<file path="config.mk">
export PLATFORM = sky130hd
export DESIGN_NAME = memArbiter
export DESIGN_NICKNAME = d
export VERILOG_FILES = /design/src/hw/memPkg.sv /design/src/hw/memArbiter.sv
export SDC_FILE = /design/constraint.sdc
export NUM_CORES = 1
export LEC_CHECK = 0
export BUFFER_PORTS_ARGS = -buffer_cell sky130_fd_sc_hd__buf_4
export CORE_AREA = 8 8 45 47
export DETAILED_ROUTE_END_ITERATION = 12
export DIE_AREA = 0 0 53 55
export GPL_TIMING_DRIVEN = 0
export PLACE_DENSITY = 0.69
export SETUP_SLACK_MARGIN = 0.02
export SYNTH_ARGS = -nofsm -noshare
export SYNTH_HDL_FRONTEND = slang
export SYNTH_SLANG_ARGS = --single-unit
export TNS_END_PERCENT = 10
</file>
<file path="constraint.sdc">
create_clock -name clk -period 3.85 [get_ports clk]
set_clock_uncertainty 0.1 [all_clocks]
set_input_delay 0 -clock clk [delete_from_list [all_inputs] [get_ports clk]]
set_output_delay 0 -clock clk [all_outputs]
set_load 0.1 [all_outputs]
</file>
<file path="src/hw/memPkg.sv">
`default_nettype none

package memPkg;

    // byte address into the RAM
    localparam int ADDR_W = 17;

    // stage counter covers L+1 for a four-byte read
    localparam int STAGE_W = 3;

    // access length, encoded as the byte count
    typedef enum logic [2:0] {
        ONE  = 3'd1,
        TWO  = 3'd2,
        FOUR = 3'd4
    } memLen_e;

    // what the controller is currently serving
    typedef enum logic [1:0] {
        IDLE,
        FETCH,
        LOAD,
        STORE
    } memKind_e;

    // instruction fetch always moves a full word
    localparam memLen_e FETCH_LEN = FOUR;

    // one 32-bit word, seen whole or as little-endian byte lanes
    typedef union packed {
        logic [31:0]     word;
        logic [3:0][7:0] lanes;
    } memWord_u;

endpackage

`default_nettype wire

</file>
<file path="src/hw/memArbiter.sv">
`timescale 1ns/1ps
`default_nettype none

module memArbiter (
    input  logic              clk,
    input  logic              rst,
    input  logic              i_ioBufferFull,
    input  logic              i_fetchEn,
    input  logic              i_dataEn,
    input  logic              i_dataStore,
    input  memPkg::memLen_e   i_dataLen,
    output logic              o_accept,
    output memPkg::memKind_e  o_kind,
    output logic              o_step,
    output logic [1:0]        o_byteIdx,
    output logic              o_fetchDone,
    output logic              o_dataDone
);
    import memPkg::*;

    memKind_e           kindQ;
    memKind_e           grantKind;
    memLen_e            lenQ;
    memLen_e            grantLen;
    logic [STAGE_W-1:0] stage;
    logic [STAGE_W-1:0] doneStage;
    logic               busy;
    logic               finish;

    assign busy = (kindQ != IDLE);

    // data side has priority over fetch
    always_comb begin
        if (i_dataEn) begin
            grantKind = i_dataStore ? STORE : LOAD;
            grantLen  = i_dataLen;
        end else begin
            grantKind = FETCH;
            grantLen  = FETCH_LEN;
        end
    end

    assign o_accept = !busy && !i_ioBufferFull && (i_fetchEn || i_dataEn);

    // datapaths see the granted kind in the accept cycle
    assign o_kind = o_accept ? grantKind : kindQ;

    // one byte per stage until the length is used up
    assign o_step    = busy && !i_ioBufferFull && (stage < STAGE_W'(lenQ));
    assign o_byteIdx = stage[1:0];

    // stores end right after the last write, reads wait for the RAM latency
    always_comb begin
        if (kindQ == STORE) begin
            doneStage = STAGE_W'(lenQ);
        end else begin
            doneStage = STAGE_W'(lenQ) + STAGE_W'(1);
        end
    end

    assign finish      = busy && !i_ioBufferFull && (stage == doneStage);
    assign o_fetchDone = finish && (kindQ == FETCH);
    assign o_dataDone  = finish && (kindQ != FETCH);

    always_ff @(posedge clk) begin
        if (rst) begin
            kindQ <= IDLE;
            lenQ  <= FOUR;
            stage <= '0;
        end else if (!i_ioBufferFull) begin
            if (o_accept) begin
                kindQ <= grantKind;
                lenQ  <= grantLen;
                stage <= '0;
            end else if (finish) begin
                kindQ <= IDLE;
                stage <= '0;
            end else if (busy) begin
                stage <= stage + STAGE_W'(1);
            end
        end
    end

    // clients are served one at a time
    doneExclusive: assert property (
        @(posedge clk) disable iff (rst)
        !(o_fetchDone && o_dataDone)
    );

    // no byte may be issued during back-pressure
    noStepWhileFull: assert property (
        @(posedge clk) disable iff (rst)
        i_ioBufferFull |-> !o_step
    );

endmodule

`default_nettype wire

</file>
== Yosys cells after proc, flatten, opt, wreduce, memory -nomap -nowiden ==
Cells that the tools add are included.

* Register bits: 8
* Word-level logic and storage cells: 37

* Add/sub/neg operators: 2
* Order comparisons: 1
* Equality and inequality tests: 4
* Multiplexer cells: 10
* Bitwise logic cells: 1
* Reduce and logical (&&, ||, !) cells: 16

{| class="wikitable"
|+ Operators with widths
! operator !! number
|-
| $mux W3 || 5
|-
| $mux W2 || 4
|-
| $logic_and A1 B1 Y1 || 7
|-
| $add A3 B1 Y3 const B || 2
|-
| $reduce_and A2 Y1 || 3
|-
| $reduce_bool A2 Y1 || 2
|-
| $eq A3 B3 Y1 || 1
|-
| $lt A3 B3 Y1 || 1
|-
| $reduce_bool A3 Y1 || 1
|-
| $eq A2 B1 Y1 const B || 1
|-
| $eq A2 B2 Y1 const B || 1
|-
| $logic_not A1 Y1 || 2
|-
| $ne A2 B1 Y1 const B || 1
|-
| $logic_or A1 B1 Y1 || 1
|-
| $mux W1 || 1
|-
| $not A1 Y1 || 1
|}

== Longest topological paths before layout ==
* Word-level depth: 6
* Mapped depth: 5

== Least setup slack after synthesis ==
OpenSTA, ideal clock, no wires.

* Path kind: register to output
* From: register lenQ[1]
* To: output port o_step
* Arrival time: 5,528 ps
* Path slack: -1,778 ps
* Cell stages (with the launch flop): 5
* Path buffers: 0
* Cell sequence: dfxtp_1 -> inv_1 -> ha_1 -> a21o_1 -> a2111oi_0

* Word-level cells in the longest chain between the ends: 2

{| class="wikitable"
|+ Ends and longest elaborated chain
! what !! line !! RTL
|-
| from (decl) || memArbiter.sv:23 || <nowiki>memLen_e lenQ;</nowiki>
|-
| from (signal assigned) || memArbiter.sv:73 || <nowiki>lenQ <= grantLen;</nowiki>
|-
| $lt A3 B3 Y1 || memArbiter.sv:49 || <nowiki>assign o_step = busy && !i_ioBufferFull && (stage < STAGE_W'(lenQ));</nowiki>
|-
| $logic_and A1 B1 Y1 || memArbiter.sv:49 ||
|-
| to (decl) || memArbiter.sv:14 || <nowiki>output logic o_step,</nowiki>
|}

Every way passes these cells.

== Worst setup path in the final report ==
* From: register lenQ[0]
* To: output port o_fetchDone

* Word-level cells in the longest chain between the ends: 5

{| class="wikitable"
|+ Ends and longest elaborated chain
! what !! line !! RTL
|-
| $add A3 B1 Y3 || memArbiter.sv:57 || <nowiki>doneStage = STAGE_W'(lenQ) + STAGE_W'(1);</nowiki>
|-
| $mux W3 (*) || memArbiter.sv:54 || <nowiki>if (kindQ == STORE) begin</nowiki>
|-
| $eq A3 B3 Y1 (*) || memArbiter.sv:61 || <nowiki>assign finish = busy && !i_ioBufferFull && (stage == doneStage);</nowiki>
|-
| $logic_and A1 B1 Y1 (*) || memArbiter.sv:61 ||
|-
| $logic_and A1 B1 Y1 (*) || memArbiter.sv:62 || <nowiki>assign o_fetchDone = finish && (kindQ == FETCH);</nowiki>
|-
| to (decl) || memArbiter.sv:16 || <nowiki>output logic o_fetchDone,</nowiki>
|}

Mark *: on every way between the ends. The rest lies on a longest branch, timed or not.

==> metrics.md <==
| Metric | Value |
|---|---|
| Resized cells post-CTS | `0` |
| CTS Buf Count | `3` |
| Non-Filler Instances | `104` |
| Final worst path period share | `60.7%` |
| Minimum clock period after layout | `2.34 ns` |
| Endpoints failing hold | `0` |
| Maximum vdd drop | `0.000188 V` |
| Die extent in x | `53 um` |
| Startpoint types | `register` |
| Flop2flop setup slack | `1.89 ns` |
| Status | `complete, no violations` |
| Synthesized area | `576 sq um` |
| Cell Pwr Density | `345 nW/um^2` |
| Reg2reg path depth | `6` |
| Fraction of registers with async set/reset | `0%` |
| Seq/Total Area, Yosys | `27.8%` |
| Main synth FF type | `dfxtp_1` |
| Clock slew at reported path FFs | `0.05 ns` |
| Reg-to-reg endpoint | `lenQ[0]$_SDFFE_PP0P_` |
| Dpl cell area | `714 sq um` |
| EDFF count, synth | `0` |
| H-tree depth | `1` |
| Hold crit path type | `input port to register` |
| Largest net degree at the start of global routing | `11` |
| Mean Syn Cell Area | `8.72 sq um` |
| Crit Path Class | `register to output port` |
| DRT Pass-1 Iters | `4` |
| Relative slew slack | `67.3%` |
| Placed Cells incl. Taps | `97` |
| Total gr overflow | `0` |
| Clock sinks | `8` |
| Finished Cell Area | `777 sq um` |
| Layout overhead on the synthesized area | `35.0%` |
| Hold Slack | `0.00753 ns` |
| Antenna fix cells | `0` |
| Largest family of logic cells by synthesized area | `simple AND/OR/NAND/NOR gates` |
| Clock Root Buffer | `clkbuf_4` |
| Share of layout cells above drive strength 1 | `29.5%` |
| Mux contribution to synthesized area | `1.74%` |
| Final setup violation count | `0` |
| Detailed Route WL | `1.33 mm` |
| First-pass GRT wire length | `2.11 mm` |
| Deepest clock path buffer count | `2` |
| Chip height | `55 um` |
| Core area | `1380 sq um` |
| Worst reg2reg path startpoint | `kindQ[1]$_SDFFE_PP0P_` |
| Fmax | `428 MHz` |
| Actual slew at the worst max-slew pin | `0.490 ns` |
| P_leak | `0.352 nW` |
| GR Util met1 | `10.5%` |
| IO Pins | `17` |
| Final worst slack | `1.51 ns` |
| Worst slack, placed | `1.78 ns` |
| GRT Util Overall | `9.57%` |
| IO Port Bufs | `15` |
| Post-DR vias/cell | `4.94` |
| CP required | `3.75 ns` |
| Worst hold path cell count | `2` |
| Number of global-route vias before repair | `520` |
| Mean routed wirelength per cell | `12.8 um` |
| DRC Markers | `0` |
| RSZ-0062 raised after global routing | `false` |
| DP Wirelength | `1.04 mm` |
| Critical Path Source | `lenQ[0]$_SDFFE_PP0P_` |
| #FFs+latches synth | `8` |
| Row Count | `14` |
| Via count | `514` |
| Final antenna-violating net count | `0` |
| Arrival time at the worst endpoint | `2.24 ns` |
| Syn_nets | `79` |
| Hold Path Origin | `rst` |
| CP max stage cell | `a2111oi_4` |
| Synth Area in XOR/XNOR | `12.2%` |
| Number of fill cells in the layout | `133` |
| CP max FO | `7` |
| Yosys cell types | `28` |
| Grt met2 use | `16.6%` |
| Antenna violations before repair | `0` |
| CP Cell Sequence | `ha_1, xnor2_1, a2bb2oi_1, a2111oi_4, nor2b_1, buf_4` |
| GR peak layer | `met2` |
| Max-Cap Viols | `0` |
| Met3 usage | `0.535%` |
| Area fraction in compound gates after synthesis | `16.7%` |
| Gpl congestion | `0.782` |
| Final slew viol count | `0` |
| Post-Syn Instances | `66` |
| Synth Area in Adders | `8.70%` |
| Crit. End Element | `output port` |
| Initial core utilization | `41.6%` |
| Clock Latency Late Sink | `0.25 ns` |
| Sink of the worst hold path | `lenQ[0]$_SDFFE_PP0P_` |
| Max incr delay on CP | `0.53 ns` |
| Setup TNS Final | `0 ns` |
| Yosys warns | `0` |
| CTS tree | `yes` |
| Simple-Gate Fraction of Synth Area | `23.5%` |
| Nets | `103` |
| Initial DRC Count | `5` |
| Die Area | `2920 sq um` |
## per-layer routing
layer  vias to the layer above  wire length (um)
met5                         -                 0
li1                        274                 -
met1                       227               582
met3                         4                28
met4                         0                38
met2                         9               684
## Yosys cell counts, types with 3 or more instances
library cell	number	area, sq um
ha_1	4	50.1
nand3_1	3	15.0
a21oi_1	4	20.0
nor2_1	5	18.8
xnor2_1	5	43.8
nor4_1	5	31.3
xor2_1	3	26.3
inv_1	4	15.0
dfxtp_1	8	160
nand2b_1	4	25.0
buf_4	4	30.0
## registers in the layout, indices dropped and copies added (netlist names)
register / flops
lenQ: 3
stage: 3
kindQ: 2
## worst max-delay path, delay by kind of cell, from the launching register on
family / cells / cell delay [ns]
AND/OR/NAND/NOR: 1 / 0.21
AO/OA/AOI/OAI: 2 / 0.65
flip-flops: 1 / 0.41
buffers and inverters: 1 / 0.30
XOR/XNOR: 1 / 0.15
adder cells (fa/ha/maj): 1 / 0.27
## metrics by stage
| stage | util [%] | power (mW) |
|---|---|---|
| after detailed placement | 51.6 | 0.205 |
| after global routing | 56.1 | 0.283 |
| after floorplan | - | 0.180 |
| final | 56.1 | 0.268 |
| after CTS | 56.1 | 0.272 |
| after global placement | 51.6 | 0.203 |
## final cells by class
cell class / instances / area [sq um] / area share, %
multi-input cells: 48 / 368 / 47.3
flip-flops and latches: 8 / 160 / 20.6
repair buffers: 19 / 153 / 19.6
plain buffers: 6 / 38.8 / 4.99
clock buffers: 3 / 22.5 / 2.90
well taps: 16 / 20.0 / 2.58
inverters: 4 / 15.0 / 1.93
## logic make-up (layout without fill, tap and decap cells)
logic type                 after synthesis  after routing
and+or+nand+nor                         24             24
AOI/OAI and AO/OA                       11             11
buffers and inverters                   10             32
xor gates and xnor gates                 8              8
DFF                                      8              8
adders and majority gates                4              4
muxes                                    1              1
## cell usage in the layout (no fill, tap or decap)
cell type	netlist	layout
buf_4	4	19
dfxtp_1	8	8
nor2_1	5	5
nor4_1	5	5
xnor2_1	5	5
nand2b_1	4	4
a21oi_1	4	4
inv_1	4	4
ha_1	4	4
dlygate4sd3_1	0	4
xor2_1	3	3
nand3_1	3	3
clkbuf_4	0	3
buf_2	1	1
or2b_1	1	1
nand2_1	1	1
a21o_2	1	1
a2bb2oi_1	1	1
a2111oi_4	1	1
nor2b_1	1	1
and2_1	1	1
a21o_1	1	1
a2111oi_2	0	1
and3b_1	1	1
buf_1	1	1
o21bai_1	1	1
nor3b_1	1	1
mux2i_1	1	1
nor3_1	1	1
a211oi_1	1	1
## repair_timing
item                                   CTS  global route
buffers inserted                         0             0
endpoints found under the hold margin    2             0
hold buffers                             4             0
## where the power goes
part	total [mW]	switching (mW)	internal, mW
Clock	0.0630	0.0274	0.0356
Sequential	0.0923	0.00466	0.0876
Combinational	0.113	0.0762	0.0370
Total	0.268	0.108	0.160
## worst max path at each step
stage          slack (ns)           to  cells after the start
6_report             1.51  o_fetchDone                      6
5_1_grt              1.39  o_fetchDone                      6
4_1_cts              1.50  o_fetchDone                      6
3_5_place_dp         1.78  o_fetchDone                      6
3_3_place_gp         1.84  o_fetchDone                      6
2_1_floorplan        0.95       o_step                      4
Power figures use the tool's default switching activity.
