===== src/hw/memPkg.sv =====
`default_nettype none

package memPkg;

    // byte address into the RAM
    localparam int ADDR_W = 17;

    // stage counter covers L+1 for a four-byte read
    localparam int STAGE_W = 3;

    // access length, encoded as the byte count
    typedef enum logic [2:0] {
        ONE  = 3'd1,
        TWO  = 3'd2,
        FOUR = 3'd4
    } memLen_e;

    // what the controller is currently serving
    typedef enum logic [1:0] {
        IDLE,
        FETCH,
        LOAD,
        STORE
    } memKind_e;

    // instruction fetch always moves a full word
    localparam memLen_e FETCH_LEN = FOUR;

    // one 32-bit word, seen whole or as little-endian byte lanes
    typedef union packed {
        logic [31:0]     word;
        logic [3:0][7:0] lanes;
    } memWord_u;

endpackage

`default_nettype wire


===== src/hw/ramPortIf.sv =====
`timescale 1ns/1ps
`default_nettype none

interface ramPortIf;
    import memPkg::*;

    logic [ADDR_W-1:0] addr;
    logic              wrEn;
    logic [7:0]        wrData;
    // valid one cycle after addr
    logic [7:0]        rdData;

    modport seq (
        output addr,
        output wrEn,
        output wrData
    );

    modport ram (
        input  addr,
        input  wrEn,
        input  wrData,
        output rdData
    );

    modport mon (
        input rdData
    );

endinterface

`default_nettype wire


===== src/hw/byteAssembler.sv =====
`timescale 1ns/1ps
`default_nettype none

module byteAssembler (
    input  logic        clk,
    input  logic        rst,
    input  logic        i_accept,
    input  logic        i_step,
    input  logic [1:0]  i_byteIdx,
    ramPortIf.mon       port,
    output logic [31:0] o_word
);
    import memPkg::*;

    logic     stepD;
    logic [1:0] idxD;
    memWord_u word;

    // tracks the one-cycle RAM read latency
    always_ff @(posedge clk) begin
        if (rst) begin
            stepD <= 1'b0;
        end else begin
            stepD <= i_step;
        end
    end

    always_ff @(posedge clk) begin
        idxD <= i_byteIdx;
    end

    // unused lanes stay zero, which gives the zero extension
    always_ff @(posedge clk) begin
        if (i_accept) begin
            word.word <= '0;
        end else if (stepD) begin
            word.lanes[idxD] <= port.rdData;
        end
    end

    assign o_word = word.word;

    // a new request never lands on a byte still in flight
    noAcceptDuringCapture: assert property (
        @(posedge clk) disable iff (rst)
        i_accept |-> !stepD
    );

endmodule

`default_nettype wire


===== src/flat_wrapper.sv =====
// flat-port wrapper written by rule: the top's interface ports become plain ports
module byteAssembler_flat import memPkg::*;
  (clk, rst, i_accept, i_step, i_byteIdx, o_word, port_rdData);
  ramPortIf port_i ();
  input  logic clk;
  input  logic rst;
  input  logic i_accept;
  input  logic i_step;
  input  logic [1:0] i_byteIdx;
  output logic [31:0] o_word;
  input wire logic [$bits(port_i.rdData)-1:0] port_rdData;
  assign port_i.rdData = port_rdData;
  byteAssembler u_core (.clk(clk), .rst(rst), .i_accept(i_accept), .i_step(i_step), .i_byteIdx(i_byteIdx), .port(port_i), .o_word(o_word));
endmodule

===== config.mk =====
export PLATFORM = sky130hd
export DESIGN_NAME = byteAssembler_flat
export DESIGN_NICKNAME = d
export VERILOG_FILES = /design/src/hw/memPkg.sv /design/src/hw/ramPortIf.sv /design/src/hw/byteAssembler.sv /design/src/flat_wrapper.sv
export SDC_FILE = /design/constraint.sdc
export NUM_CORES = 1
export LEC_CHECK = 0
export ABC_AREA = 1
export BUFFER_PORTS_ARGS = -buffer_cell sky130_fd_sc_hd__buf_2
export CORE_MARGIN = 3
export CORE_UTILIZATION = 45
export DETAILED_ROUTE_END_ITERATION = 16
export PLACE_DENSITY = 0.75
export SYNTH_ARGS = -nofsm -noshare
export SYNTH_HDL_FRONTEND = slang
export SYNTH_SLANG_ARGS = --single-unit

===== constraint.sdc =====
create_clock -name clk -period 1 [get_ports clk]
set_input_delay 0.25 -clock clk [delete_from_list [all_inputs] [get_ports clk]]
set_output_delay 0.25 -clock clk [all_outputs]
set_load 0.1 [all_outputs]

Yosys cells after proc, flatten, opt, wreduce, memory -nomap -nowiden. Index checks and enable logic that the tools add are counted.

Order comparisons: 2. Mux-type cells: 3. Reductions and logical operators: 1.

Operators with widths (number): $bwmux 32 (1); $demux 8 s2 (1); $mux 8 (1); $lt 2x3->1 const B (1); $ge 2x1->1 const B (1); $logic_and 1x1->1 (1).

Register bits: 35. Output and inout bits: 32. Word-level logic and storage cells: 9.

Logic depth before layout (Yosys ltp). Gate-level depths: netlist (run 1).

Depth after elaboration: 5. Depth in mapped cells: 6.

Worst setup path after synthesis (run 1). OpenSTA, ideal clock, no wires.

Path kind: register to register. Start: register u_core.word (netlist bit u_core.o_word[14]). End: register u_core.word (netlist bit u_core.o_word[14]). Library setup time: 0.064 ns. Arrival time: 1.246 ns. Slack: -0.310 ns. Cell stages (with the launch flop): 5. Period minus slack after synthesis: 1.310 ns. Cell sequence: dfxtp_1 > inv_1 > nand2_2 > nand2_1 > nor2_1.

Word-level cells in the longest chain between the ends: 1.

RTL lines: start, declared (line byteAssembler.sv:17) `memWord_u word;`; $bwmux 32 (line byteAssembler.sv:37) `word.lanes[idxD] <= port.rdData;`.

No other way between the ends. A chain may end at the register's enable or synchronous reset.

Worst setup path after layout (run 1).
Start: register u_core.word (netlist bit u_core.o_word[7]). End: output port o_word[7].

RTL lines: end, declared (line flat_wrapper.sv:10) `output logic [31:0] o_word;`.

No word-level cell between the ends.

==> results of run 1 <==
[final cells by class]
type                       count  area, sq um
tap                           44         55.1
inverter                      36          138
timing repair buffer          65          931
multi-input combinational    136          724
sequential                    35          754
clock buffer                   8         68.8
fill                         172          432
[state kept, by name, summed over array words and instances (netlist names)]
register	flops
u_core.idxD	2
u_core.o_word	32
u_core.stepD	1
[routing by layer]
metal,part of all wire,track usage,vias up
met5,0,0,-
met4,0.036,0.108,0
met3,0.076,0.0749,20
met2,0.51,0.317,67
met1,0.38,0.220,715
li1,-,-,760
[report_power, final]
group	internal, mW	switching [mW]	leakage, nW	total, mW
Clock	0.414	0.467	0.0386	0.880
Combinational	0.324	0.557	0.916	0.881
Sequential	1.45	0.0644	0.302	1.51
Total	2.19	1.09	1.26	3.27
[worst max-delay path by stage]
stage,startpoint,end,slack [ps]
after detailed placement,u_core.idxD[0],u_core.o_word[7],-40
final,u_core.o_word[7],o_word[7],-150
after floorplan,u_core.o_word[14],u_core.o_word[14],10
after global routing,u_core.o_word[15],o_word[15],-200
after global placement,u_core.idxD[0],u_core.o_word[3],20
after CTS,u_core.o_word[8],o_word[8],-160
[logic make-up (layout without fill, tap and decap cells)]
logic type,count (synthesis),in the layout,synth area share
buf+inv,45,109,0.141
flops,35,35,0.469
compound gates,8,8,0.0268
simple gates,125,128,0.363
[through the flow]
stage / utilization / instance area (sq um) / setup TNS (ps)
after floorplan: - / 1540 / 0
after global placement: 0.734 / 2280 / 0
after detailed placement: 0.734 / 2280 / -89.5
after CTS: 0.778 / 2410 / -4720
after global routing: 0.861 / 2670 / -6780
final: 0.861 / 2670 / -4480
[cell usage after synthesis, drive strengths merged]
master / number / area [sq um]
a21oi: 8 / 40.0
buf: 8 / 71.3
clkbuf: 1 / 3.75
dfxtp: 35 / 701
inv: 36 / 135
nand2: 56 / 225
nand3: 11 / 92.6
nor2: 58 / 225
[repair_timing]
item / CTS / global route
gates cloned: 0 / 4
hold buffers: 1 / 1
setup buffers: 6 / 7
gates resized for setup: 0 / 37
setup endpoints to repair: 42 / 62
pin swaps: 2 / 10
endpoints found under the hold margin: 1 / 1
==> reports/metrics.yaml, run 1 <==
run_status:
  status: "finished, violations left"
  violations: "setup timing"
timing:
  worst_slack_ps: -153
  post-route-min-period_ps: 1150
  finalHoldViolCount: 0
  rsz0062_at_grt: "yes"
  setup_violations: 40
  finalClockSkew_ps: 7.12
  worst_slew_pin_slew_ps: 201
  relSlewSlack: 0.866
  timing.hold.ws_ps: 53.9
  max_freq_mhz: 867
  min_period_over_period: 1.15
  drv_slew: 0
critical_path:
  critPathSlowestCell: "dfxtp_2"
  r2r_start: "u_core.idxD[0]"
  required_ps: 750
  timing.rr.end: "u_core.o_word[6]"
  cp.buffers_inverters: 1
  crit_fanout: 2
  end_kind: "output pin"
  path_depth: 1
  start_kind: "flop"
  worst-setup-path-type: "flop to output pin"
  max_stage_delay_ps: 380
  critPathArrivalTime_ps: 900
  ff2ff_path_depth: 5
  reg2reg_slack_ps: -50
  path_cells: "buf_12"
  crit_family: "flip-flops"
routing:
  ant_nets: 0
  firstDrtPassIters: 4
  wl_mm: 4.58
  drc: 0
  vias: 1562
  wl_per_cell_microns: 14.1
  viasPerCell: 4.82
  drtIter0Drc: 151
die:
  dieWidth_microns: 63.6
  initial_core_util: 0.481
  num_rows: 20
  die_area_sq_um: 4050
  core_sq_um: 3100
  die_y_microns: 63.6
  io_pins: 46
cells_and_area:
  nets: 293
  n_antenna_cell: 0
  syn_to_final_growth_pct: 78.8
  mostFrequentLayoutCells: "52 x nor2_1, 43 x nand2_1, 35 x buf_12"
  post_layout_nonfiller_instances: 324
  final_common_cell: "nor2_1"
  drive_gt1_frac: 0.511
grt:
  gr-total-overflow: 0
  grt_usage: 0.196
  antenna_found_initial: 0
  grt_pass1_vias: 1381
  grt_max_degree: 33
  grt_pass1_wl_mm: 6.04
cts:
  ctsRootBufferMaster: "clkbuf_4"
  cts_tree: "built"
  clk_latency_ps: 340
  path_clk_slew_ps: 110
  numClockSinks: 35
  cts_buffer_depth: 2
  numCtsBuffers: 5
  htree_levels: 2
placement:
  place_inst: 297
  routabilityCongestion: 0.749
  io_buffers: 45
  dpl.hpwl_mm: 2.49
  place_ws_ps: -35.1
logic_synthesis:
  yosys_warnings: 0
  ys_seq_area_frac: 0.469
  synth_seq_cells: 35
  synth_cell_types: 15
  syn-num-nets: 227
  syn_avg_cell_area_sq_um: 7.01
  synth_area_sq_um: 1490
  syn_inst: 213
power_and_ir_drop:
  power.total_mw: 3.27
  power_leakage_nw: 1.26
  ir_worst_vdd_v: 0.00102
  p_per_area_nw_per_um2: 1230
worst_hold_path:
  hold_class: "primary input to flop"
  min_path_cells: 2
  worstHoldStart: "rst"
  hold_end: "u_core.stepD"
run:
  maxCapViolCount: 0
(Power assumes the default switching activity.)
==> inputs of run 2 (changes only) <==
--- a/config.mk
+++ b/config.mk
@@ -8,9 +8,9 @@
 export ABC_AREA = 1
 export BUFFER_PORTS_ARGS = -buffer_cell sky130_fd_sc_hd__buf_2
 export CORE_MARGIN = 3
-export CORE_UTILIZATION = 45
+export CORE_UTILIZATION = 50
 export DETAILED_ROUTE_END_ITERATION = 16
-export PLACE_DENSITY = 0.75
+export PLACE_DENSITY = 0.79
 export SYNTH_ARGS = -nofsm -noshare
 export SYNTH_HDL_FRONTEND = slang
 export SYNTH_SLANG_ARGS = --single-unit
==> constraint.sdc (replaced) <==
create_clock -name clk -period 1.1 [get_ports clk]
set_input_delay 0.275 -clock clk [delete_from_list [all_inputs] [get_ports clk]]
set_output_delay 0.275 -clock clk [all_outputs]
set_load 0.1 [all_outputs]
==> run 2 against run 1 <==
The flow still finishes with violations (setup timing). Register-to-register slack improved by 60 ps. Critical path type unchanged. Combinational power down 19%. Count of clock-buffer cells in the layout decreased by 1. Sequential share of layout area increased by 3.4 points. Clock power is 22% lower. Highest routed layer unchanged.
==> reports/metrics.yaml, run 2 (synthesis results as in run 1) <==
routing:
  drtIter0Drc: 91  # was 151
  wl_per_cell_microns: 15.1  # was 14.1 microns
  firstDrtPassIters: 4  # unchanged
  ant_nets: 0  # unchanged
  wl_mm: 4.46  # was 4.58 mm
  vias: 1552  # was 1562
  viasPerCell: 5.24  # was 4.82
  drc: 0  # unchanged
power_and_ir_drop:
  ir_worst_vdd_v: 0.000886  # was 0.00102 V
  pwr-share-clk: 0.247  # was 0.269
  combPwrFrac: 0.255  # was 0.269
  p_switching_mw: 0.979  # was 1.09 mW
  power_leakage_nw: 1.15  # was 1.26 nW
  intPower_mw: 1.81  # was 2.19 mW
  power.total_mw: 2.79  # was 3.27 mW
  pwr-share-seq: 0.498  # was 0.462
  p_per_area_nw_per_um2: 1170  # was 1230 nW/um^2
  switching_share: 0.352  # was 0.332
timing:
  worst_slack_ps: -82.4  # was -153 ps
  finalClockSkew_ps: 3.76  # was 7.12 ps
  relSlewSlack: 0.857  # was 0.866
  finalHoldViolCount: 0  # unchanged
  drv_slew: 0  # unchanged
  min_period_over_period: 1.07
  worst_slew_pin_slew_ps: 214  # was 201 ps
  post-route-min-period_ps: 1180
  timing.hold.ws_ps: 44.9  # was 53.9 ps
  setup_violations: 32  # was 40
  tns_ps: -2110  # was -4480 ps
  max_freq_mhz: 846
  rsz0062_at_grt: "yes"  # unchanged
grt:
  grt_usage: 0.230  # was 0.196
  gr-total-overflow: 0  # unchanged
  grt_pass1_vias: 1322  # was 1381
  grt_pass1_wl_mm: 6.13  # was 6.04 mm
  grt_max_degree: 33  # unchanged
  antenna_found_initial: 0  # unchanged
cells_and_area:
  largest_reg_flops: 32  # unchanged
  mostFrequentLayoutCells: "57 x nor2_1, 50 x nand2_1, 34 x inv_1, 34 x buf_12, 31 x dfxtp_2"  # was 52 x nor2_1, 43 x nand2_1, 35 x buf_12
  final_common_cell: "nor2_1"  # unchanged
  syn_to_final_growth_pct: 59.7  # was 78.8%
  nets: 278  # was 293
  drive_gt1_frac: 0.400  # was 0.511
  n_antenna_cell: 0  # unchanged
  post_layout_nonfiller_instances: 296  # was 324
run_status:
  violations: "setup timing"  # unchanged
  status: "finished, violations left"  # unchanged
critical_path:
  path_cells: "buf_12"  # unchanged
  max_stage_delay_ps: 380  # about the same
  end_kind: "output pin"  # unchanged
  crit_fanout: 2  # unchanged
  path_depth: 1  # unchanged
  start_kind: "flop"  # unchanged
  critPathArrivalTime_ps: 910  # was 900 ps
  crit_family: "flip-flops"  # unchanged
  required_ps: 820  # was 750 ps
  critPathSlowestCell: "dfxtp_2"  # unchanged
  ff2ff_path_depth: 4  # was 5
  worst-setup-path-type: "flop to output pin"  # unchanged
  cp.buffers_inverters: 1  # unchanged
die:
  initial_core_util: 0.533  # was 0.481
  die_area_sq_um: 3680  # was 4050 sq um
  io_pins: 46  # unchanged
  core_sq_um: 2810  # was 3100 sq um
  num_rows: 19  # was 20
  dieWidth_microns: 60.7  # was 63.6 microns
  die_y_microns: 60.7  # was 63.6 microns
cts:
  ctsRootBufferMaster: "clkbuf_4"  # unchanged
  path_clk_slew_ps: 110  # about the same
  htree_levels: 2  # unchanged
  cts_tree: "built"  # unchanged
  clk_latency_ps: 340  # about the same
  numCtsBuffers: 5  # unchanged
  numClockSinks: 35  # unchanged
  cts_buffer_depth: 2  # unchanged
run:
  maxCapViolCount: 0  # unchanged
placement:
  io_buffers: 45  # unchanged
  dpl.hpwl_mm: 2.59  # was 2.49 mm
  place_inst: 282  # was 297
  routabilityCongestion: 0.763  # was 0.749
worst_hold_path:
  min_path_cells: 1  # was 2
  hold_class: "primary input to flop"  # unchanged
[run 2: per-stage QoR]
stage          instance area (sq um)  setup WS (ps)   util
2_1_floorplan                   1530           71.9      -
3_3_place_gp                    2240           67.9  0.800
3_5_place_dp                    2240          -5.69  0.800
4_1_cts                         2310          -71.2  0.824
5_1_grt                         2390           -125  0.851
6_report                        2390          -82.4  0.851
[run 2: layer usage]
layer	up-vias	routed length, microns	track usage
met2	107	2130	0.368
met5	-	0	0
met4	0	184	0.0898
met3	28	504	0.0702
met1	685	1650	0.291
li1	732	-	-
[run 2: repair_timing]
action | 4_1_cts | 5_1_grt
setup buffers | 2 | 0
cloned | 0 | 4
hold buffers | 0 | 0
setup endpoints to repair | 40 | 55
resized for setup | 2 | 9
pin swaps | 0 | 3
[run 2: path summary, 6_finish.rpt]
kind	slack, ps	endpoint	start
max reg2reg	10	u_core.o_word[29]	u_core.stepD
min	40	u_core.idxD[0]	i_byteIdx[0]
max	-80	o_word[9]	u_core.o_word[9]
min reg2reg	520	u_core.o_word[3]	u_core.o_word[3]
[run 2: power groups by stage]
stage / sequential [mW] / clock, mW / combinational, mW
2_1_floorplan: 1.68 / 0 / 0.150
3_3_place_gp: 1.41 / 0 / 0.667
3_5_place_dp: 1.41 / 0 / 0.681
4_1_cts: 1.38 / 0.669 / 0.687
5_1_grt: 1.39 / 0.735 / 0.743
6_report: 1.39 / 0.689 / 0.710
[run 2: cell type report]
| class | instances | area, sq um |
|---|---|---|
| Timing Repair Buffer | 49 | 761 |
| Sequential cell | 35 | 754 |
| Multi-Input combinational cell | 137 | 647 |
| Fill cell | 156 | 419 |
| Inverter | 36 | 135 |
| Clock buffer | 7 | 45.0 |
| Tap cell | 31 | 38.8 |
| Clock inverter | 1 | 5.00 |
