$ cat src/hw/memPkg.sv
`default_nettype none

package memPkg;

    // byte address into the RAM
    localparam int ADDR_W = 17;

    // stage counter covers L+1 for a four-byte read
    localparam int STAGE_W = 3;

    // access length, encoded as the byte count
    typedef enum logic [2:0] {
        ONE  = 3'd1,
        TWO  = 3'd2,
        FOUR = 3'd4
    } memLen_e;

    // what the controller is currently serving
    typedef enum logic [1:0] {
        IDLE,
        FETCH,
        LOAD,
        STORE
    } memKind_e;

    // instruction fetch always moves a full word
    localparam memLen_e FETCH_LEN = FOUR;

    // one 32-bit word, seen whole or as little-endian byte lanes
    typedef union packed {
        logic [31:0]     word;
        logic [3:0][7:0] lanes;
    } memWord_u;

endpackage

`default_nettype wire

$ cat src/hw/ramPortIf.sv
`timescale 1ns/1ps
`default_nettype none

interface ramPortIf;
    import memPkg::*;

    logic [ADDR_W-1:0] addr;
    logic              wrEn;
    logic [7:0]        wrData;
    // valid one cycle after addr
    logic [7:0]        rdData;

    modport seq (
        output addr,
        output wrEn,
        output wrData
    );

    modport ram (
        input  addr,
        input  wrEn,
        input  wrData,
        output rdData
    );

    modport mon (
        input rdData
    );

endinterface

`default_nettype wire

$ cat src/hw/byteSequencer.sv
`timescale 1ns/1ps
`default_nettype none

module byteSequencer (
    input  logic                      clk,
    input  logic                      rst,
    input  logic                      i_accept,
    input  memPkg::memKind_e          i_kind,
    input  logic                      i_step,
    input  logic [1:0]                i_byteIdx,
    input  logic [memPkg::ADDR_W-1:0] i_fetchAddr,
    input  logic [memPkg::ADDR_W-1:0] i_dataAddr,
    input  logic [31:0]               i_storeData,
    ramPortIf.seq                     port
);
    import memPkg::*;

    logic [ADDR_W-1:0] baseAddr;
    logic [ADDR_W-1:0] stepAddr;
    logic [ADDR_W-1:0] lastAddr;
    memWord_u          storeWord;

    always_ff @(posedge clk) begin
        if (i_accept) begin
            baseAddr <= (i_kind == FETCH) ? i_fetchAddr : i_dataAddr;
            if (i_kind == STORE) begin
                storeWord.word <= i_storeData;
            end
        end
    end

    assign stepAddr = baseAddr + ADDR_W'(i_byteIdx);

    // keep the last issued address so a stalled RAM re-reads the same byte
    always_ff @(posedge clk) begin
        if (rst) begin
            lastAddr <= '0;
        end else if (i_step) begin
            lastAddr <= stepAddr;
        end
    end

    assign port.addr   = i_step ? stepAddr : lastAddr;
    assign port.wrEn   = i_step && (i_kind == STORE);
    assign port.wrData = storeWord.lanes[i_byteIdx];

    // writes only happen on issued bytes
    wrOnlyOnStep: assert property (
        @(posedge clk) disable iff (rst)
        port.wrEn |-> i_step
    );

endmodule

`default_nettype wire

$ cat src/flat_wrapper.sv
// flat-port wrapper written by rule: the top's interface ports become plain ports
module byteSequencer_flat import memPkg::*;
  (clk, rst, i_accept, i_kind, i_step, i_byteIdx, i_fetchAddr, i_dataAddr, i_storeData, port_addr, port_wrEn, port_wrData);
  ramPortIf port_i ();
  input  logic clk;
  input  logic rst;
  input  logic i_accept;
  input  memPkg::memKind_e i_kind;
  input  logic i_step;
  input  logic [1:0] i_byteIdx;
  input  logic [memPkg::ADDR_W-1:0] i_fetchAddr;
  input  logic [memPkg::ADDR_W-1:0] i_dataAddr;
  input  logic [31:0] i_storeData;
  output wire logic [$bits(port_i.addr)-1:0] port_addr;
  output wire logic [$bits(port_i.wrEn)-1:0] port_wrEn;
  output wire logic [$bits(port_i.wrData)-1:0] port_wrData;
  assign port_addr = port_i.addr;
  assign port_wrEn = port_i.wrEn;
  assign port_wrData = port_i.wrData;
  byteSequencer u_core (.clk(clk), .rst(rst), .i_accept(i_accept), .i_kind(i_kind), .i_step(i_step), .i_byteIdx(i_byteIdx), .i_fetchAddr(i_fetchAddr), .i_dataAddr(i_dataAddr), .i_storeData(i_storeData), .port(port_i));
endmodule
$ cat config.mk
export PLATFORM = sky130hd
export DESIGN_NAME = byteSequencer_flat
export DESIGN_NICKNAME = d
export VERILOG_FILES = /design/src/hw/memPkg.sv /design/src/hw/ramPortIf.sv /design/src/hw/byteSequencer.sv /design/src/flat_wrapper.sv
export SDC_FILE = /design/constraint.sdc
export NUM_CORES = 1
export LEC_CHECK = 0
export BUFFER_PORTS_ARGS = -buffer_cell sky130_fd_sc_hd__buf_2
export CAP_MARGIN = 20
export CORE_MARGIN = 2
export CORE_UTILIZATION = 50
export CTS_BUF_LIST = sky130_fd_sc_hd__clkbuf_16
export DETAILED_ROUTE_END_ITERATION = 6
export PLACE_DENSITY = 0.89
export RECOVER_POWER = 100
export SYNTH_ARGS = -nofsm -noshare
export SYNTH_HDL_FRONTEND = slang
export SYNTH_SLANG_ARGS = --single-unit
export TNS_END_PERCENT = 100
$ cat constraint.sdc
create_clock -name clk -period 2.7 [get_ports clk]
set_clock_uncertainty 0.15 [all_clocks]
set_input_delay 0.135 -clock clk [delete_from_list [all_inputs] [get_ports clk]]
set_output_delay 0.135 -clock clk [all_outputs]
set_load 0.02 [all_outputs]
# [After elaboration in Yosys (flattened, before gate mapping)]
# Index checks and enable logic that the tools add are counted.
# Widths: inputs -> output; s select.
[totals] input_bits=74 output_inout_bits=26 regBits=66
[op_classes] n_reduce_logical=2 n_eq_ne=2 mux=4 magnitude_cmp=1 addsub=1
[op_table] operator="$mux 17" n=2
[op_table] operator="$add 17x2->17" n=1
[op_table] operator="$bmux 8 s2" n=1
[op_table] operator="$mux 8" n=1
[op_table] operator="$lt 2x3->1 const B" n=1
[op_table] operator="$eq 2x1->1 const B" n=1
[op_table] operator="$eq 2x2->1 const B" n=1
[op_table] operator="$reduce_and 2->1" n=1
[op_table] operator="$logic_and 1x1->1" n=1

# [Longest topological paths before layout]
# Gate-level depths: netlist of the first run.
[depth] depth_word=2 ltp_mapped=8 ltp_nobuf=7

# [Worst setup path after synthesis of the first run]
# Ideal clock, no wire load.
[synth_path] path_type="input-to-output" from="input i_byteIdx[1]" to="output port_addr[16]" slack_ns=0.435 t_arrival_ns=1.980 required_time_ns=2.415 cell_stages=8 n_path_buf=2 cell_sequence="clkbuf_1 > inv_1 > fa_1 > clkbuf_1 > nand4b_1 > nor4_2 > xnor2_1 > a21oi_1"
[synth_between] elab_chain_len=2
[synth_rtl] item="from (decl)" line_no="flat_wrapper.sv:10" source="input logic [1:0] i_byteIdx;"
[synth_rtl] item="$add 17x2->17" line_no="byteSequencer.sv:32" source="assign stepAddr = baseAddr + ADDR_W'(i_byteIdx);"
[synth_rtl] item="$mux 17" line_no="byteSequencer.sv:43" source="assign port.addr = i_step ? stepAddr : lastAddr;"
[synth_rtl] item="to (decl)" line_no="flat_wrapper.sv:14" source="output wire logic [$bits(port_i.addr)-1:0] port_addr;"
# No other way between the ends.

# [Final worst setup path of the first run]
[layout_path] from="register u_core.baseAddr[0]" to="output port_addr[14]"
[layout_between] elab_chain_len=2
[layout_rtl] item="from (decl)" line_no="byteSequencer.sv:18" source="logic [ADDR_W-1:0] baseAddr;"
[layout_rtl] item="from (signal assigned)" line_no="byteSequencer.sv:25" source="baseAddr <= (i_kind == FETCH) ? i_fetchAddr : i_dataAddr;"
[layout_rtl] item="$add 17x2->17" line_no="byteSequencer.sv:32"
[layout_rtl] item="$mux 17" line_no="byteSequencer.sv:43"
# No other way between the ends.

==> summary.md, run 1 <==
| Metric | Value |
|---|---|
| Clk slew on worst S/H paths | 0.05 ns |
| Largest net degree at the start of global routing | 46 |
| Final setup vio count | 0 |
| Met1 Use GR | 0.321 |
| Cell variety after synth | 38 |
| Die height | 80.8 um |
| Crit path arrival time | 2.32 ns |
| Final nets | 450 |
| Sequential share of power | 0.400 |
| Gr usage total | 0.285 |
| Worst path required time | 2.41 ns |
| Synth Area per Inst | 14.3 um2 |
| Leak | 1.72 nW |
| Row cnt | 27 |
| Hold Crit Class | in2reg |
| Crit Path Class | reg2out |
| YS warnings | 0 |
| Pre-CTS setup slack | 0.411 ns |
| Post-synth EDFFs | 49 |
| Final Wtd Congestion | 0.771 |
| I/O pin cnt | 100 |
| DRC | 0 |
| Tcrit/Tclk final | 0.965 |
| CP bufs+invs | 2 |
| Max-cap viol count | 0 |
| Initial antenna violation count | 0 |
| Cell Area, Synth | 0.00295 mm2 |
| #FFs+latches synth | 66 |
| Slowest cell on crit path | fa_2 |
| Worst slew margin | 0.367 |
| CTS tree | done |
| GRT Max-Usage Layer | met2 |
| Grt total ovfl | 0 |
| Gate power share | 0.147 |
| Total clock sinks | 66 |
| Number of routed nets with antenna violations | 0 |
| Unrepaired setup endpoints after global routing | false |
| Int Power | 0.00230 W |
| Number of global-route vias before repair | 2431 |
| CP peak stage delay | 0.44 ns |
| Top post-synthesis cells by area | edfxtp_1, dfxtp_1, mux2_2 |
| Pins Over Slew Limit | 0 |
| Clock buffer depth | 2 |
| Initial drt markers | 163 |
| Post-synth ARST share | 0 |
| P per Cell Area | 679 mW/mm2 |
| Antenna cell count | 0 |
| Setup crit end kind | output pin |
| Most common cell after layout, fill and taps aside | buf_2 |
| Post-synth top area share | 0.499 |
| Root Buffer | clkbuf_16 |
| CP startpoint kind | flop |
| Status | completed |
| Starting Density | 0.525 |
| P_sw | 0.000741 W |
| Post-DP HPWL | 4280 um |
| Switching power share of the total | 0.244 |
| Minimum clock period | 2.61 ns |
| I/O Buffers | 99 |
| Area leader, netlist | edfxtp_1 |
| Met3 usage | 0.0689 |
| Core Box Area | 0.00561 mm2 |
| Clock Power Share | 0.453 |
| Routed WL | 8840 um |
| Clock Latency Late Sink | 0.33 ns |
| Cell family contributing the most delay on the critical path | adder cells |
| PnR worst setup slack | 0.0939 ns |
| Top FF cell, synth | edfxtp_1 |
| Vias | 2421 |
| Total power | 0.00304 W |
| Fraction of layout cells with a size suffix above 1 | 0.333 |
| Fmax | 0.384 GHz |
| Wire per inst | 19.6 um |
| Max H-tree Level | 3 |
| Fillers | 324 |
| Maximum resistive drop on vdd | 468 uV |
| Sequential element share of the synthesized area | 0.615 |
| P&R area growth vs syn | 51.9% |
| Gate Count Post-Synth | 206 |
| Post-Syn Nets | 283 |
| Slew @ Worst Pin | 0.950 ns |
| Met2 Use GR | 0.519 |
| Vias per inst | 5.38 |
| Setup TNS | 0 ns |
| DRT Pass-1 Iters | 4 |
| Global-route wire length before repair | 12900 um |
| CP cell instances | ha_1, inv_1, fa_2, nor4_1, mux2i_1, nor2_1, clkbuf_2 |
| Die width | 80.8 um |
| Final Hold Viols | 0 |
| Max FO, Critical Path | 8 |
| Num CTS Buffers | 9 |
| Total die area | 0.00652 mm2 |
| Most frequent cells in the layout | buf_2, dlygate4sd3_1, edfxtp_1 |
per-stage QoR:
stage	cell area, um2	std cells	hold slack (ns)	util
floorplan	2950	206	0.0566	-
global placement	3500	368	0.162	0.624
detailed placement	3500	368	0.163	0.624
CTS	4510	450	0.0378	0.804
global route	4480	450	0.0621	0.798
finish	4480	450	0.0527	0.798
final timing paths:
path	from	endpoint	slack (ns)	cells after the start
min reg2reg	u_core.lastAddr[14]	u_core.lastAddr[14]	0.37	2
max reg2reg	u_core.baseAddr[0]	u_core.lastAddr[14]	0.59	6
max	u_core.baseAddr[0]	port_addr[14]	0.09	7
min	rst	u_core.lastAddr[4]	0.05	2
state kept, by name (all words and copies together), names as in the netlist:
| register | cells |
|---|---|
| u_core.lastAddr | 17 |
| u_core.storeWord | 32 |
| u_core.baseAddr | 17 |
layout make-up:
class,instances,area [um2],area share
sequential,66,1810,0.405
timing repair buffer,168,1140,0.256
multi-input combinational,123,1060,0.237
clock buffer,9,225,0.0503
clock inverter,7,125,0.0280
tap,72,90.1,0.0201
inverter,5,18.8,0.00419
routing by layer:
layer,wire [um],share of wire
met4,225,0.025
met3,583,0.066
met2,4740,0.54
met1,3290,0.37
met5,0,0
cells by family (layout without fill, tap and decap cells):
group / Yosys count / after routing / share of synthesized area
flops: 66 / 66 / 0.615
buf+inv: 17 / 189 / 0.0251
simple gates: 52 / 52 / 0.107
mux: 30 / 30 / 0.144
xor+xnor: 12 / 12 / 0.0357
compound gates: 26 / 26 / 0.0582
fa+ha+maj: 3 / 3 / 0.0153
synthesized netlist by cell type, drive strengths merged, types with 4 or more instances:
cell,number
clkbuf,7
mux2,19
inv,5
a211oi,10
nand2,5
mux4,8
buf,5
dfxtp,17
nand4,5
nor2,19
nor4,4
nor2b,5
xnor2,9
nor3,4
edfxtp,49
a21oi,12
what timing repair did:
item                                    CTS  global route
setup buffers                             0             0
hold buffers                             66             0
endpoints found under the hold margin    49             0
gates resized for setup                   0             2
endpoints found under the setup margin    0             5
power by group through the flow:
stage,combinational [W],clock (W),sequential (W)
2_1_floorplan,0.000223,0,0.00121
3_3_place_gp,0.000340,0,0.00122
3_5_place_dp,0.000348,0,0.00123
4_1_cts,0.000436,0.00135,0.00121
5_1_grt,0.000477,0.00142,0.00122
6_report,0.000447,0.00137,0.00122
worst register-to-register path: stages (launching register included):
cell and delay, ns:
edfxtp_1 0.33, ha_1 0.22, inv_1 0.08, fa_2 0.44, nor4_1 0.41, mux2i_1 0.28, nor3_1 0.07
No activity file was read; power rests on OpenSTA's default activity.
==> run 2, diff against run 1 <==
HOLD_SLACK_MARGIN = 0.15   (was default)
==> summary.md, run 2 (synthesis results as in run 1) <==
| Metric | Value |
|---|---|
| Status | completed |
| Int Power | 0.00230 W (about the same) |
| Clock Power Share | 0.452 (about the same) |
| CP peak stage delay | 0.43 ns (about the same) |
| Initial antenna violation count | 0 (unchanged) |
| DRT Pass-1 Iters | 4 (unchanged) |
| Pins Over Slew Limit | 0 (unchanged) |
| Unrepaired setup endpoints after global routing | false |
| RR Startpoint | u_core.baseAddr[0] |
| CTS tree | done |
| P_sw | 0.000727 W (-1.8%) |
| Core Box Area | 0.00561 mm2 (unchanged) |
| Hold Crit Class | in2reg |
| Vias | 2410 (-0.45%) |
| Gr usage total | 0.270 (-0.0155) |
| Max-cap viol count | 0 (unchanged) |
| Sequential share of power | 0.400 (about the same) |
| CP startpoint kind | flop |
| Crit Path Class | reg2out |
| Clk slew on worst S/H paths | 0.06 ns (about the same) |
| Largest net degree at the start of global routing | 46 (unchanged) |
| Fmax | 0.385 GHz (+0.35%) |
| Worst slew margin | 0.376 (+0.00935) |
| Leak | 1.73 nW (+0.68%) |
| DRC | 0 (unchanged) |
| Number of global-route vias before repair | 2390 (-1.7%) |
| Fraction of layout cells with a size suffix above 1 | 0.334 (+0.000877) |
| Num CTS Buffers | 9 (unchanged) |
| Grt total ovfl | 0 (unchanged) |
| Final std cells w/o fill | 452 (+0.44%) |
| Routed WL | 8350 um (-5.6%) |
| Crit path arrival time | 2.31 ns (about the same) |
| Post-DP HPWL | 4280 um (unchanged) |
| Global-route wire length before repair | 12400 um (-4.5%) |
| Post-Place Cells | 368 (unchanged) |
| Switching power share of the total | 0.240 (-0.00355) |
| R2r setup slk | 0.59 ns (about the same) |
| Final design utilization | 0.802 (+0.00379) |
| Vias per inst | 5.33 (-0.89%) |
| Largest Register | u_core.storeWord |
| Most frequent cells in the layout | dlygate4sd3_1, buf_2, edfxtp_1 |
| Total clock sinks | 66 (unchanged) |
| Worst Hold Endpoint | u_core.lastAddr[0] |
| Final setup vio count | 0 (unchanged) |
| Largest register FFs | 32 (unchanged) |
| Slowest cell on crit path | fa_2 |
| Die height | 80.8 um (unchanged) |
| I/O pin cnt | 100 (unchanged) |
| Worst reg-to-reg path cell count | 6 (unchanged) |
| Antenna cell count | 0 (unchanged) |
| CP cell instances | ha_1, inv_1, fa_2, nor4_1, mux2i_1, nor2_1, clkbuf_2 |
| PnR worst setup slack | 0.103 ns (+0.00921 ns) |
| Setup crit end kind | output pin |
| I/O Buffers | 99 (unchanged) |
| Clock buffer depth | 2 (unchanged) |
| Minimum clock period | 2.60 ns (-0.00921 ns) |
| Initial drt markers | 157 (-3.7%) |
| Final nets | 452 (+0.44%) |
| Final Hold Viols | 0 (unchanged) |
| Max FO, Critical Path | 8 (unchanged) |
| Row cnt | 27 (unchanged) |
| Clock Latency Late Sink | 0.33 ns (about the same) |
| P per Cell Area | 673 mW/mm2 (-0.85%) |
| Starting Density | 0.525 (unchanged) |
| Gate power share | 0.148 (about the same) |
| Root Buffer | clkbuf_16 |
| Slew @ Worst Pin | 0.936 ns (-0.0140 ns) |
| Hold Worst Slack | 0.255 ns (+0.202 ns) |
| Worst path required time | 2.41 ns (about the same) |
| Number of routed nets with antenna violations | 0 (unchanged) |
| Hold path start | i_byteIdx[0] |
| Tcrit/Tclk final | 0.962 (-0.00341) |
| Hold Path Depth | 4 (+2) |
| Setup TNS | 0 ns (unchanged) |
| Die width | 80.8 um (unchanged) |
| Final Wtd Congestion | 0.771 (unchanged) |
| Wire per inst | 18.5 um (-6.0%) |
| Largest regs | u_core.storeWord: 32 flops, u_core.baseAddr: 17 flops, u_core.lastAddr: 17 flops |
| P&R area growth vs syn | 52.6% |
| Total die area | 0.00652 mm2 (unchanged) |
| Reg-to-reg endpoint | u_core.lastAddr[14] |
| Pre-CTS setup slack | 0.411 ns (unchanged) |
| Max H-tree Level | 3 (unchanged) |
| Maximum resistive drop on vdd | 481 uV (+2.7%) |
==> run 2: cell types whose count changed in the layout (fill, tap and decap cells not counted) <==
| cell | before | now |
|---|---|---|
| buf_2 | 70 | 68 |
| dlygate4sd3_1 | 66 | 68 |
| clkbuf_1 | 26 | 25 |
| clkbuf_2 | 4 | 7 |
==> run 2: metrics by stage <==
stage	cell area [um2]	power (W)
detailed placement	3500	0.00158
floorplan	2950	0.00144
CTS	4530	0.00300
global placement	3500	0.00156
global route	4500	0.00311
finish	4500	0.00303
==> run 2: power by group through the flow <==
stage                     clock network, W  registers (W)  logic [W]
after global routing               0.00142        0.00122   0.000478
final                              0.00137        0.00121   0.000446
after CTS                          0.00135        0.00121   0.000438
after global placement                   0        0.00122   0.000340
after floorplan                          0        0.00121   0.000223
after detailed placement                 0        0.00123   0.000348
==> run 2: final cells by class <==
| cell class | instances | area [um2] |
|---|---|---|
| flip-flops and latches | 66 | 1810 |
| repair buffers | 170 | 1160 |
| fillers | 325 | 1110 |
| multi-input cells | 123 | 1060 |
| clock buffers | 9 | 225 |
| clock inverters | 7 | 125 |
| well taps | 72 | 90.1 |
| inverters | 5 | 18.8 |
==> run 2: worst max path at each step <==
stage	start	to	slack, ns	depth (start not counted)
after floorplan	i_byteIdx[1]	port_addr[16]	0.43	8
after global placement	i_byteIdx[1]	port_addr[16]	0.47	8
after detailed placement	u_core.baseAddr[0]	port_addr[14]	0.41	7
after CTS	u_core.baseAddr[0]	port_addr[14]	0.05	7
after global routing	u_core.baseAddr[0]	port_addr[16]	0.01	8
final	u_core.baseAddr[0]	port_addr[14]	0.10	7
==> run 2: repair_timing <==
item,in CTS,in global routing
buffers inserted,0,0
endpoints found under the setup margin,0,4
hold buffers,68,0
gates resized for setup,0,2
endpoints found under the hold margin,83,0
==> run 2: worst max-delay path: cells and delay by family, from the launching register on <==
family	cells	cell delay [ns]
buf+inv	2	0.23
mux	1	0.28
simple gates	2	0.48
flops	1	0.33
fa+ha+maj	2	0.66
==> run 2: layer usage <==
| layer | track usage | share of wire |
|---|---|---|
| met1 | 0.297 | 0.36 |
| met4 | 0.125 | 0.032 |
| met5 | 0 | 0 |
| met3 | 0.0656 | 0.068 |
| met2 | 0.491 | 0.54 |
